**config.mk**
```make
export PLATFORM = sky130hd
export DESIGN_NAME = nnClassifier
export DESIGN_NICKNAME = d
export VERILOG_FILES = /design/src/logic/nnPkg.sv /design/src/logic/pixelCapture.sv /design/src/logic/neuronNode.sv /design/src/logic/denseLayer.sv /design/src/logic/classSelect.sv /design/src/logic/nnClassifier.sv
export SDC_FILE = /design/constraint.sdc
export NUM_CORES = 2
export LEC_CHECK = 0
export BUFFER_PORTS_ARGS = -buffer_cell sky130_fd_sc_hd__buf_4
export CORE_MARGIN = 2
export CORE_UTILIZATION = 55
export DETAILED_ROUTE_END_ITERATION = 6
export GPL_TIMING_DRIVEN = 0
export PLACE_DENSITY = 0.68
export REMOVE_ABC_BUFFERS = 1
export SETUP_SLACK_MARGIN = 0.1
export SLEW_MARGIN = 20
export SYNTH_ARGS = -nofsm -noshare
export SYNTH_HDL_FRONTEND = slang
export SYNTH_HIERARCHICAL = 1
export SYNTH_SLANG_ARGS = --single-unit
```
**constraint.sdc**
```tcl
create_clock -name clk -period 8.3 [get_ports clk]
set_input_delay 1.245 -clock clk [delete_from_list [all_inputs] [get_ports clk]]
set_output_delay 1.245 -clock clk [all_outputs]
set_load 0.02 [all_outputs]
```
**src/logic/nnPkg.sv**
```systemverilog
`default_nettype none

package nnPkg;

	// Network shape
	localparam int pixelCount = 10;
	localparam int hiddenCount = 4;
	localparam int classCount = 3;
	localparam int classIdWidth = $clog2(classCount);

	// Fixed-point format of activations, biases and the accumulator
	localparam int actWidth = 8;
	localparam int biasWidth = 16;
	localparam int accWidth = 23;
	localparam int fracShift = 6;
	localparam int actMax = 127;

	// Stage latencies in clock cycles
	localparam int captureLatency = 1;
	localparam int nodeLatency = 3;
	localparam int selectLatency = 1;
	localparam int pipeLatency = captureLatency + 2 * nodeLatency + selectLatency;

	// One row per hidden neuron, one column per pixel
	localparam logic [0:hiddenCount-1][0:pixelCount-1][actWidth-1:0] hiddenWeights = '{
		'{ 8'sd3,   8'sd5,  -8'sd2,   8'sd4,   8'sd1,
		  -8'sd3,   8'sd6,   8'sd2,  -8'sd1,   8'sd3},
		'{-8'sd4,   8'sd2,   8'sd7,  -8'sd5,   8'sd3,
		   8'sd1,  -8'sd2,   8'sd4,   8'sd6,  -8'sd3},
		'{ 8'sd10, -8'sd8,   8'sd6,  -8'sd12,  8'sd9,
		  -8'sd7,   8'sd5,  -8'sd11,  8'sd8,  -8'sd6},
		// Row 3 is the node_3_3 weight set
		'{-8'sd20,  8'sd4,  -8'sd28,  8'sd28, -8'sd20,
		   8'sd46, -8'sd22, -8'sd48,  8'sd34, -8'sd22}
	};

	localparam logic [0:hiddenCount-1][biasWidth-1:0] hiddenBias = '{
		-16'sd256,
		16'sd128,
		-16'sd512,
		16'sd1024
	};

	// One row per class, one column per hidden neuron
	localparam logic [0:classCount-1][0:hiddenCount-1][actWidth-1:0] outputWeights = '{
		'{ 8'sd24, -8'sd10,  8'sd18, -8'sd8},
		'{-8'sd12,  8'sd30, -8'sd6,   8'sd16},
		'{ 8'sd14,  8'sd8,  -8'sd20,  8'sd22}
	};

	localparam logic [0:classCount-1][biasWidth-1:0] outputBias = '{
		16'sd64,
		-16'sd128,
		16'sd0
	};

endpackage

`default_nettype wire

```
**src/logic/pixelCapture.sv**
```systemverilog
`timescale 1ns/100ps
`default_nettype none

module pixelCapture (
	input logic clk,
	input logic reset,
	input logic sampleValid,
	input logic [nnPkg::pixelCount-1:0][nnPkg::actWidth-1:0] pixels,
	output logic actValid,
	output logic [nnPkg::pixelCount-1:0][nnPkg::actWidth-1:0] acts
);
	import nnPkg::*;

	// Halving keeps every activation in 0..127, so the signed neurons
	// never see a pixel with its top bit set
	logic [pixelCount-1:0][actWidth-1:0] halved;

	always_comb
	begin
		for (int i = 0; i < pixelCount; i++)
		begin
			halved[i] = pixels[i] >> 1;
		end
	end

	always_ff @(posedge clk)
	begin
		if (reset)
		begin
			actValid <= 1'b0;
			acts <= '0;
		end
		else
		begin
			actValid <= sampleValid;
			// Hold the last sample between strobes
			if (sampleValid)
				acts <= halved;
		end
	end

endmodule

`default_nettype wire

```
**src/logic/neuronNode.sv**
```systemverilog
`timescale 1ns/100ps
`default_nettype none

module neuronNode #(
	parameter int fanIn = nnPkg::pixelCount,
	parameter logic [0:fanIn-1][nnPkg::actWidth-1:0] nodeWeights = '0,
	parameter logic [nnPkg::biasWidth-1:0] nodeBias = '0
) (
	input logic clk,
	input logic reset,
	input logic inValid,
	input logic [fanIn-1:0][nnPkg::actWidth-1:0] acts,
	output logic outValid,
	output logic [nnPkg::actWidth-1:0] act
);
	import nnPkg::*;

	localparam int prodWidth = 2 * actWidth;

	logic [fanIn-1:0][actWidth-1:0] actsReg;
	logic signed [prodWidth-1:0] products [fanIn];
	logic signed [accWidth-1:0] sumNext;
	logic signed [accWidth-1:0] sumReg;
	logic [accWidth-1:0] rounded;
	logic [nodeLatency-1:0] validPipe;

	// Signed 8x8 products of the registered inputs
	always_comb
	begin
		for (int i = 0; i < fanIn; i++)
		begin
			products[i] = $signed(actsReg[i]) * $signed(nodeWeights[i]);
		end
	end

	// Bias plus products, each sign-extended to the accumulator width
	always_comb
	begin
		sumNext = {{(accWidth-biasWidth){nodeBias[biasWidth-1]}}, nodeBias};
		for (int i = 0; i < fanIn; i++)
		begin
			sumNext = sumNext + {{(accWidth-prodWidth){products[i][prodWidth-1]}}, products[i]};
		end
	end

	// Drop the fraction bits and round half up
	// only meaningful while sumReg is non-negative
	assign rounded = {{fracShift{1'b0}}, sumReg[accWidth-1:fracShift]}
		+ accWidth'(sumReg[fracShift-1]);

	always_ff @(posedge clk)
	begin
		if (reset)
		begin
			actsReg <= '0;
			sumReg <= '0;
			act <= '0;
			validPipe <= '0;
		end
		else
		begin
			validPipe <= {validPipe[nodeLatency-2:0], inValid};
			actsReg <= acts;
			sumReg <= sumNext;
			// ReLU, then saturate after rounding so 127.5 lands on 127
			if (sumReg[accWidth-1])
				act <= '0;
			else if (rounded > accWidth'(actMax))
				act <= actWidth'(actMax);
			else
				act <= rounded[actWidth-1:0];
		end
	end

	// Strobe depth matches the three data registers above
	assign outValid = validPipe[nodeLatency-1];

endmodule

`default_nettype wire

```
**src/logic/denseLayer.sv**
```systemverilog
`timescale 1ns/100ps
`default_nettype none

module denseLayer #(
	parameter int fanIn = nnPkg::pixelCount,
	parameter int nodeCount = nnPkg::hiddenCount,
	parameter logic [0:nodeCount-1][0:fanIn-1][nnPkg::actWidth-1:0] layerWeights = '0,
	parameter logic [0:nodeCount-1][nnPkg::biasWidth-1:0] layerBias = '0
) (
	input logic clk,
	input logic reset,
	input logic inValid,
	input logic [fanIn-1:0][nnPkg::actWidth-1:0] acts,
	output logic outValid,
	output logic [nodeCount-1:0][nnPkg::actWidth-1:0] outActs
);
	import nnPkg::*;

	logic [nodeCount-1:0] nodeValid;

	// Every neuron sees the full input vector and its own weight row
	for (genvar i = 0; i < nodeCount; i++)
	begin : g_node
		neuronNode #(
			.fanIn(fanIn),
			.nodeWeights(layerWeights[i]),
			.nodeBias(layerBias[i])
		) u_node (
			.clk(clk),
			.reset(reset),
			.inValid(inValid),
			.acts(acts),
			.outValid(nodeValid[i]),
			.act(outActs[i])
		);
	end

	// All neurons run in lockstep
	assign outValid = nodeValid[0];

endmodule

`default_nettype wire

```
**src/logic/classSelect.sv**
```systemverilog
`timescale 1ns/100ps
`default_nettype none

module classSelect (
	input logic clk,
	input logic reset,
	input logic scoreValid,
	input logic [nnPkg::classCount-1:0][nnPkg::actWidth-1:0] scores,
	output logic resultValid,
	output logic [nnPkg::classIdWidth-1:0] classId,
	output logic [nnPkg::actWidth-1:0] classScore
);
	import nnPkg::*;

	logic [classIdWidth-1:0] bestId;
	logic [actWidth-1:0] bestScore;

	// Strict compare in index order, so a tie keeps the lower index
	always_comb
	begin
		bestId = '0;
		bestScore = scores[0];
		for (int i = 1; i < classCount; i++)
		begin
			if (scores[i] > bestScore)
			begin
				bestId = classIdWidth'(i);
				bestScore = scores[i];
			end
		end
	end

	always_ff @(posedge clk)
	begin
		if (reset)
		begin
			resultValid <= 1'b0;
			classId <= '0;
			classScore <= '0;
		end
		else
		begin
			resultValid <= scoreValid;
			classId <= bestId;
			classScore <= bestScore;
		end
	end

endmodule

`default_nettype wire

```
**src/logic/nnClassifier.sv**
```systemverilog
`timescale 1ns/100ps
`default_nettype none

module nnClassifier (
	input logic clk,
	input logic reset,
	input logic sampleValid,
	input logic [nnPkg::pixelCount-1:0][nnPkg::actWidth-1:0] pixels,
	output logic resultValid,
	output logic [nnPkg::classIdWidth-1:0] classId,
	output logic [nnPkg::actWidth-1:0] classScore
);
	import nnPkg::*;

	logic actValid;
	logic [pixelCount-1:0][actWidth-1:0] acts;
	logic hiddenValid;
	logic [hiddenCount-1:0][actWidth-1:0] hiddenActs;
	logic scoreValid;
	logic [classCount-1:0][actWidth-1:0] scores;

	pixelCapture u_capture (
		.clk(clk),
		.reset(reset),
		.sampleValid(sampleValid),
		.pixels(pixels),
		.actValid(actValid),
		.acts(acts)
	);

	// Hidden layer with ten inputs and four neurons
	denseLayer #(
		.fanIn(pixelCount),
		.nodeCount(hiddenCount),
		.layerWeights(hiddenWeights),
		.layerBias(hiddenBias)
	) u_hidden (
		.clk(clk),
		.reset(reset),
		.inValid(actValid),
		.acts(acts),
		.outValid(hiddenValid),
		.outActs(hiddenActs)
	);

	// Output layer with one neuron per class
	denseLayer #(
		.fanIn(hiddenCount),
		.nodeCount(classCount),
		.layerWeights(outputWeights),
		.layerBias(outputBias)
	) u_output (
		.clk(clk),
		.reset(reset),
		.inValid(hiddenValid),
		.acts(hiddenActs),
		.outValid(scoreValid),
		.outActs(scores)
	);

	classSelect u_select (
		.clk(clk),
		.reset(reset),
		.scoreValid(scoreValid),
		.scores(scores),
		.resultValid(resultValid),
		.classId(classId),
		.classScore(classScore)
	);

endmodule

`default_nettype wire

```
# --- Yosys cells after proc, flatten, opt, wreduce, memory -nomap -nowiden ---
# Cells that the tools add are included.
classes:
  multipliers: 36
  magnitude_cmp: 9
  n_reduce_logical: 15
  n_addsub: 64
  muxes: 11
ops:
  columns: ["cell", "count"]
  rows:
  - ["adder 23 bit", 6]
  - ["adder 17 x 1 -> 18 bit", 7]
  - ["greater-than comparator 18 x 7 -> 1 bit (second input constant)", 7]
  - ["multiplier 8 x 4 -> 12 bit (second input constant)", 8]
  - ["multiplier 8 x 3 -> 11 bit (second input constant)", 8]
  - ["multiplier 8 x 5 -> 13 bit (second input constant)", 6]
  - ["multiplier 7 x 2 -> 9 bit (second input constant)", 6]
  - ["multiplier 7 x 3 -> 10 bit (second input constant)", 5]
  - ["2-to-1 mux 7 bit", 7]
  - ["adder 23 x 10 -> 23 bit", 2]
  - ["adder 23 x 9 -> 23 bit", 2]
  - ["adder 19 x 12 -> 20 bit", 2]
  - ["adder 16 x 14 -> 17 bit", 2]
  - ["adder 14 x 14 -> 15 bit", 2]
  - ["negator 7 -> 15 bit", 2]
  - ["multiplier 7 x 5 -> 12 bit (second input constant)", 2]
  - ["adder 22 x 16 -> 23 bit", 1]
  - ["adder 23 x 13 -> 23 bit", 1]
  - ["adder 23 x 8 -> 23 bit", 1]
  - ["adder 21 x 11 -> 22 bit", 1]
  - ["adder 21 x 8 -> 22 bit", 1]
  - ["adder 20 x 10 -> 21 bit", 1]
  - ["adder 20 x 11 -> 21 bit", 1]
  - ["adder 20 x 12 -> 21 bit", 1]
  - ["other kinds (38)", 53]
totals:
  output_inout_bits: 11
  word_cells: 187
  in_bits: 83
  register_bits: 407

# --- Logic depth before layout (Yosys ltp) ---
logic_depth:
  depth_word: 11
  ltp_mapped: 31
  mapped_depth_nobuf: 31

# --- By module ---
# Netlist, hierarchy kept.
by_module_without_submodules:
  columns: ["mod", "area_each_um2", "cells_per_inst", "instances", "seq_area_each_um2"]
  rows:
  - ["neuronNode (u_hidden.g_node[3].u_node)", 12608.3, 1305, 1, 2182.1]
  - ["neuronNode (u_hidden.g_node[2].u_node)", 10901.7, 1120, 1, 2182.1]
  - ["neuronNode (u_hidden.g_node[1].u_node)", 9815.7, 994, 1, 2182.1]
  - ["neuronNode (u_hidden.g_node[0].u_node)", 8712.1, 894, 1, 2182.1]
  - ["neuronNode (u_output.g_node[2].u_node)", 4926.0, 532, 1, 1081.0]
  - ["neuronNode (u_output.g_node[0].u_node)", 4834.6, 506, 1, 1121.1]
  - ["neuronNode (u_output.g_node[1].u_node)", 4705.8, 497, 1, 1101.1]
  - ["pixelCapture", 2618.8, 239, 1, 1421.4]
  - ["classSelect", 1121.1, 135, 1, 220.2]

# --- Worst setup path after synthesis ---
# OpenSTA, ideal clock, no wires.
synth_timing:
  path_kind: "register to register"
  start: "register u_hidden/g_node[2].u_node/actsReg[74] in the netlist's numbering"
  end: "register u_hidden.g_node[2].u_node.sumReg[17]"
  stages_incl_launch_ff: 31
  required_ns: 8.179
  synth_period_minus_slack_ns: 7.419
  path_slack_ns: 0.881
  setup_ns: 0.121
  arrival_time_ns: 7.298
  path_cell_list: "dfxtp_1 inv_1 ha_1 ha_1 ha_1 a21o_1 a21oi_1 o21ai_0 o41ai_1 xnor2_1 fa_1 inv_1 fa_1 inv_1 fa_1 inv_1 fa_1 inv_1 fa_1 inv_1 fa_1 inv_1 fa_1 inv_1 ha_1 buf_4 nand3_1 nand2_1 a31oi_4 o21a_2 mux2_4"
synth_via:
  elab_chain_len: 2
synth_rtl:
  columns: ["element", "line_no", "text"]
  rows:
  - ["start: declaration", "neuronNode.sv:20", "logic [fanIn-1:0][actWidth-1:0] actsReg;"]
  - ["start signal: assignment", "neuronNode.sv:63", "actsReg <= acts;"]
  - ["multiplier 8 x 3 -> 11 bit", "neuronNode.sv:32", "products[i] = $signed(actsReg[i]) * $signed(nodeWeights[i]);"]
  - ["adder 23 bit", "neuronNode.sv:42", "sumNext = sumNext + {{(accWidth-prodWidth){products[i][prodWidth-1]}}, products[i]};"]
  - ["end signal: assignment", "neuronNode.sv:64", "sumReg <= sumNext;"]
  - ["end: declaration", "neuronNode.sv:23", "logic signed [accWidth-1:0] sumReg;"]
# Every way passes these cells.
# A chain may end at the register's enable or synchronous reset.

# --- Worst setup path in the final report ---
layout_timing:
  start: "register u_hidden/g_node[1].u_node/actsReg[74] in the netlist's numbering"
  end: "register u_hidden.g_node[1].u_node.sumReg[19]"
layout_via:
  elab_chain_len: 2
layout_rtl:
  columns: ["element", "line_no"]
  rows:
  - ["start: declaration", "neuronNode.sv:20"]
  - ["start signal: assignment", "neuronNode.sv:63"]
  - ["multiplier 8 x 3 -> 11 bit", "neuronNode.sv:32"]
  - ["adder 23 bit", "neuronNode.sv:42"]
  - ["end signal: assignment", "neuronNode.sv:64"]
  - ["end: declaration", "neuronNode.sv:23"]
# Every way passes these cells.

==> qor.txt <==
hold crit path type - flip-flop to flip-flop
Critical Setup Path Class - flip-flop to flip-flop
drc violations - 0
crit path launch type - flip-flop
routed wire length - 140000 um
maximum fanout along the worst path - 4
Worst EP arrival - 8.44 ns
max-cap viol count - 0
status - finished clean
htree depth - 3
initial drt markers - 1857
Syn Inst Count - 6192
Min Clock Period, post-route - 7.90 ns
RSZ-0062 raised after global routing - no
Initial Utilization - 55.2%
Worst Tran Pin Value - 1.00 ns
I/O pin count - 94
drt wl/cell - 18.0 um
gpl congestion - 0.906
Vias - 39770
clock tree buffer depth - 3
Total GRT Usage - 25.6%
clock buffer count from CTS - 79
Hold Violations, Final - 0
Setup TNS Final - 0 ns
largest net degree at the start of global routing - 131
Final Skew - 0.0338 ns
Root Buffer - clkbuf_16
port buffer count - 83
final setup violation count - 0
setup bufs post-CTS - 0
First-pass DRT Iterations - 5
ANT nets after route - 0
Worst-path clk slew - 0.06 ns
GRT Residual Overflow - 0
die width - 334 um
die height - 334 um
Site Rows - 121
post-CTS resize count - 0
Area Growth Syn to Fin - 8.32%
share of cells above drive strength 1 - 5.69%
Die ar. - 0.111 mm2
vias in the first global route - 41196
Warnings, synthesis - 6
first-pass GRT wire length - 221000 um
CTS tree - yes
final worst-path cycle share - 95.1%
CP required - 8.85 ns
max-slew violations - 0
Slew Limit Headroom - 33.0%
Post-Synthesis Cell Area - 0.0598 mm2
initial antenna violation count - 44
FMAX - 0.127 GHz
worst-skew pair later-pin latency - 0.68 ns
vias per inst - 5.13
Avg Cell Area, Syn - 9.67 um2
# hold bufs at CTS - 0
Clock Sink Count - 668
Worst Setup End Kind - flip-flop
core footprint - 0.108 mm2
DP HPWL - 113000 um
NumNets Final - 7895
cell usage in the layout (no fill, tap or decap), types with 23 or more instances in the layout:
| cell | count |
|---|---|
| mux2_2 | 24 |
| mux2i_1 | 84 |
| xor2_1 | 136 |
| nand4_1 | 24 |
| inv_1 | 1424 |
| o21bai_1 | 30 |
| nor2_1 | 316 |
| a31oi_1 | 23 |
| a211oi_1 | 37 |
| a21o_1 | 70 |
| nor3_1 | 60 |
| dfxtp_1 | 668 |
| o21ai_0 | 82 |
| nand3_1 | 70 |
| ha_1 | 872 |
| and3_1 | 29 |
| xnor2_1 | 206 |
| clkbuf_16 | 81 |
| a21oi_1 | 218 |
| nand2b_1 | 40 |
| o21a_1 | 40 |
| nor2b_1 | 493 |
| nand2_1 | 110 |
| diode_2 | 24 |
| fa_1 | 679 |
| buf_4 | 81 |
per-layer routing:
metal  global-route usage [%]  share of wire (%)  vias up
li1                         -                  -    19599
met1                     33.2                 43    19242
met2                     44.2                 48      700
met3                     3.86                5.1      215
met4                     7.92                3.1       14
met5                        0              0.058        -
registers in the layout (all words and copies together) (netlist names):
signal / flops
u_select/classId: 2
u_hidden/g_node.u_node/sumReg: 72
u_hidden/g_node.u_node/validPipe: 3
u_select/resultValid: 1
u_output/g_node.u_node/act: 24
u_hidden/g_node.u_node/act: 32
u_hidden/g_node.u_node/actsReg: 320
u_output/g_node.u_node/validPipe: 3
u_capture/actValid: 1
u_capture/acts: 70
u_output/g_node.u_node/actsReg: 96
u_output/g_node.u_node/sumReg: 36
u_select/classScore: 8
per-stage QoR:
| step | worst slack (ns) | cells | utilization (%) | cell area (um2) | hold slack (ns) |
|---|---|---|---|---|---|
| after global routing | 0.0872 | 7750 | 59.8 | 64800 | 0.464 |
| final | 0.405 | 7760 | 59.8 | 64800 | 0.435 |
| after CTS | 0.167 | 7736 | 59.7 | 64700 | 0.439 |
| after floorplan | 0.883 | 6086 | - | 59300 | 0.414 |
| after detailed placement | 0.225 | 7589 | 57.1 | 61900 | 0.422 |
| after global placement | 0.211 | 7583 | 56.9 | 61700 | 0.423 |
critical path, cell delays in order, from the launching register on:
cell      delay [ns]
dfxtp_1         0.34
inv_1           0.06
ha_1            0.29
ha_1            0.34
ha_1            0.31
a21o_1          0.18
a21oi_1         0.26
nor2b_1         0.09
o21a_1          0.20
o41ai_1         0.35
xnor2_1         0.21
fa_1            0.52
fa_2            0.64
fa_1            0.45
fa_2            0.62
inv_1           0.16
fa_1            0.55
fa_1            0.50
ha_1            0.37
a21oi_2         0.22
o21ai_0         0.11
a211oi_1        0.28
nor3_1          0.10
a311oi_2        0.26
mux2_1          0.35
cell type report:
type,instances,area (um2)
clock buffers,103,2230
multi-input cells,3993,40600
clock inverters,44,603
fillers,9307,43600
diodes,24,60.1
flip-flops and latches,668,13400
inverters,1425,5350
well taps,1414,1770
repair buffers,89,800
path summary, 6_finish.rpt:
kind | from | endpoint | slack, ns | cells past startpoint
setup / recovery | u_hidden/g_node[1].u_node/actsReg[74]$_SDFF_PP0_ | u_hidden/g_node[1].u_node/sumReg[19]$_SDFF_PP0_ | 0.40 | 24
hold / removal | u_output/g_node[0].u_node/validPipe[2]$_SDFF_PP0_ | u_select/resultValid$_SDFF_PP0_ | 0.44 | 1
setup reg to reg | u_hidden/g_node[1].u_node/actsReg[74]$_SDFF_PP0_ | u_hidden/g_node[1].u_node/sumReg[19]$_SDFF_PP0_ | 0.40 | 24
hold reg to reg | u_output/g_node[0].u_node/validPipe[2]$_SDFF_PP0_ | u_select/resultValid$_SDFF_PP0_ | 0.44 | 1
Power is left out: the tool's default activity adds up to more than one toggle a clock period on the data nets, which glitch-free logic cannot reach.
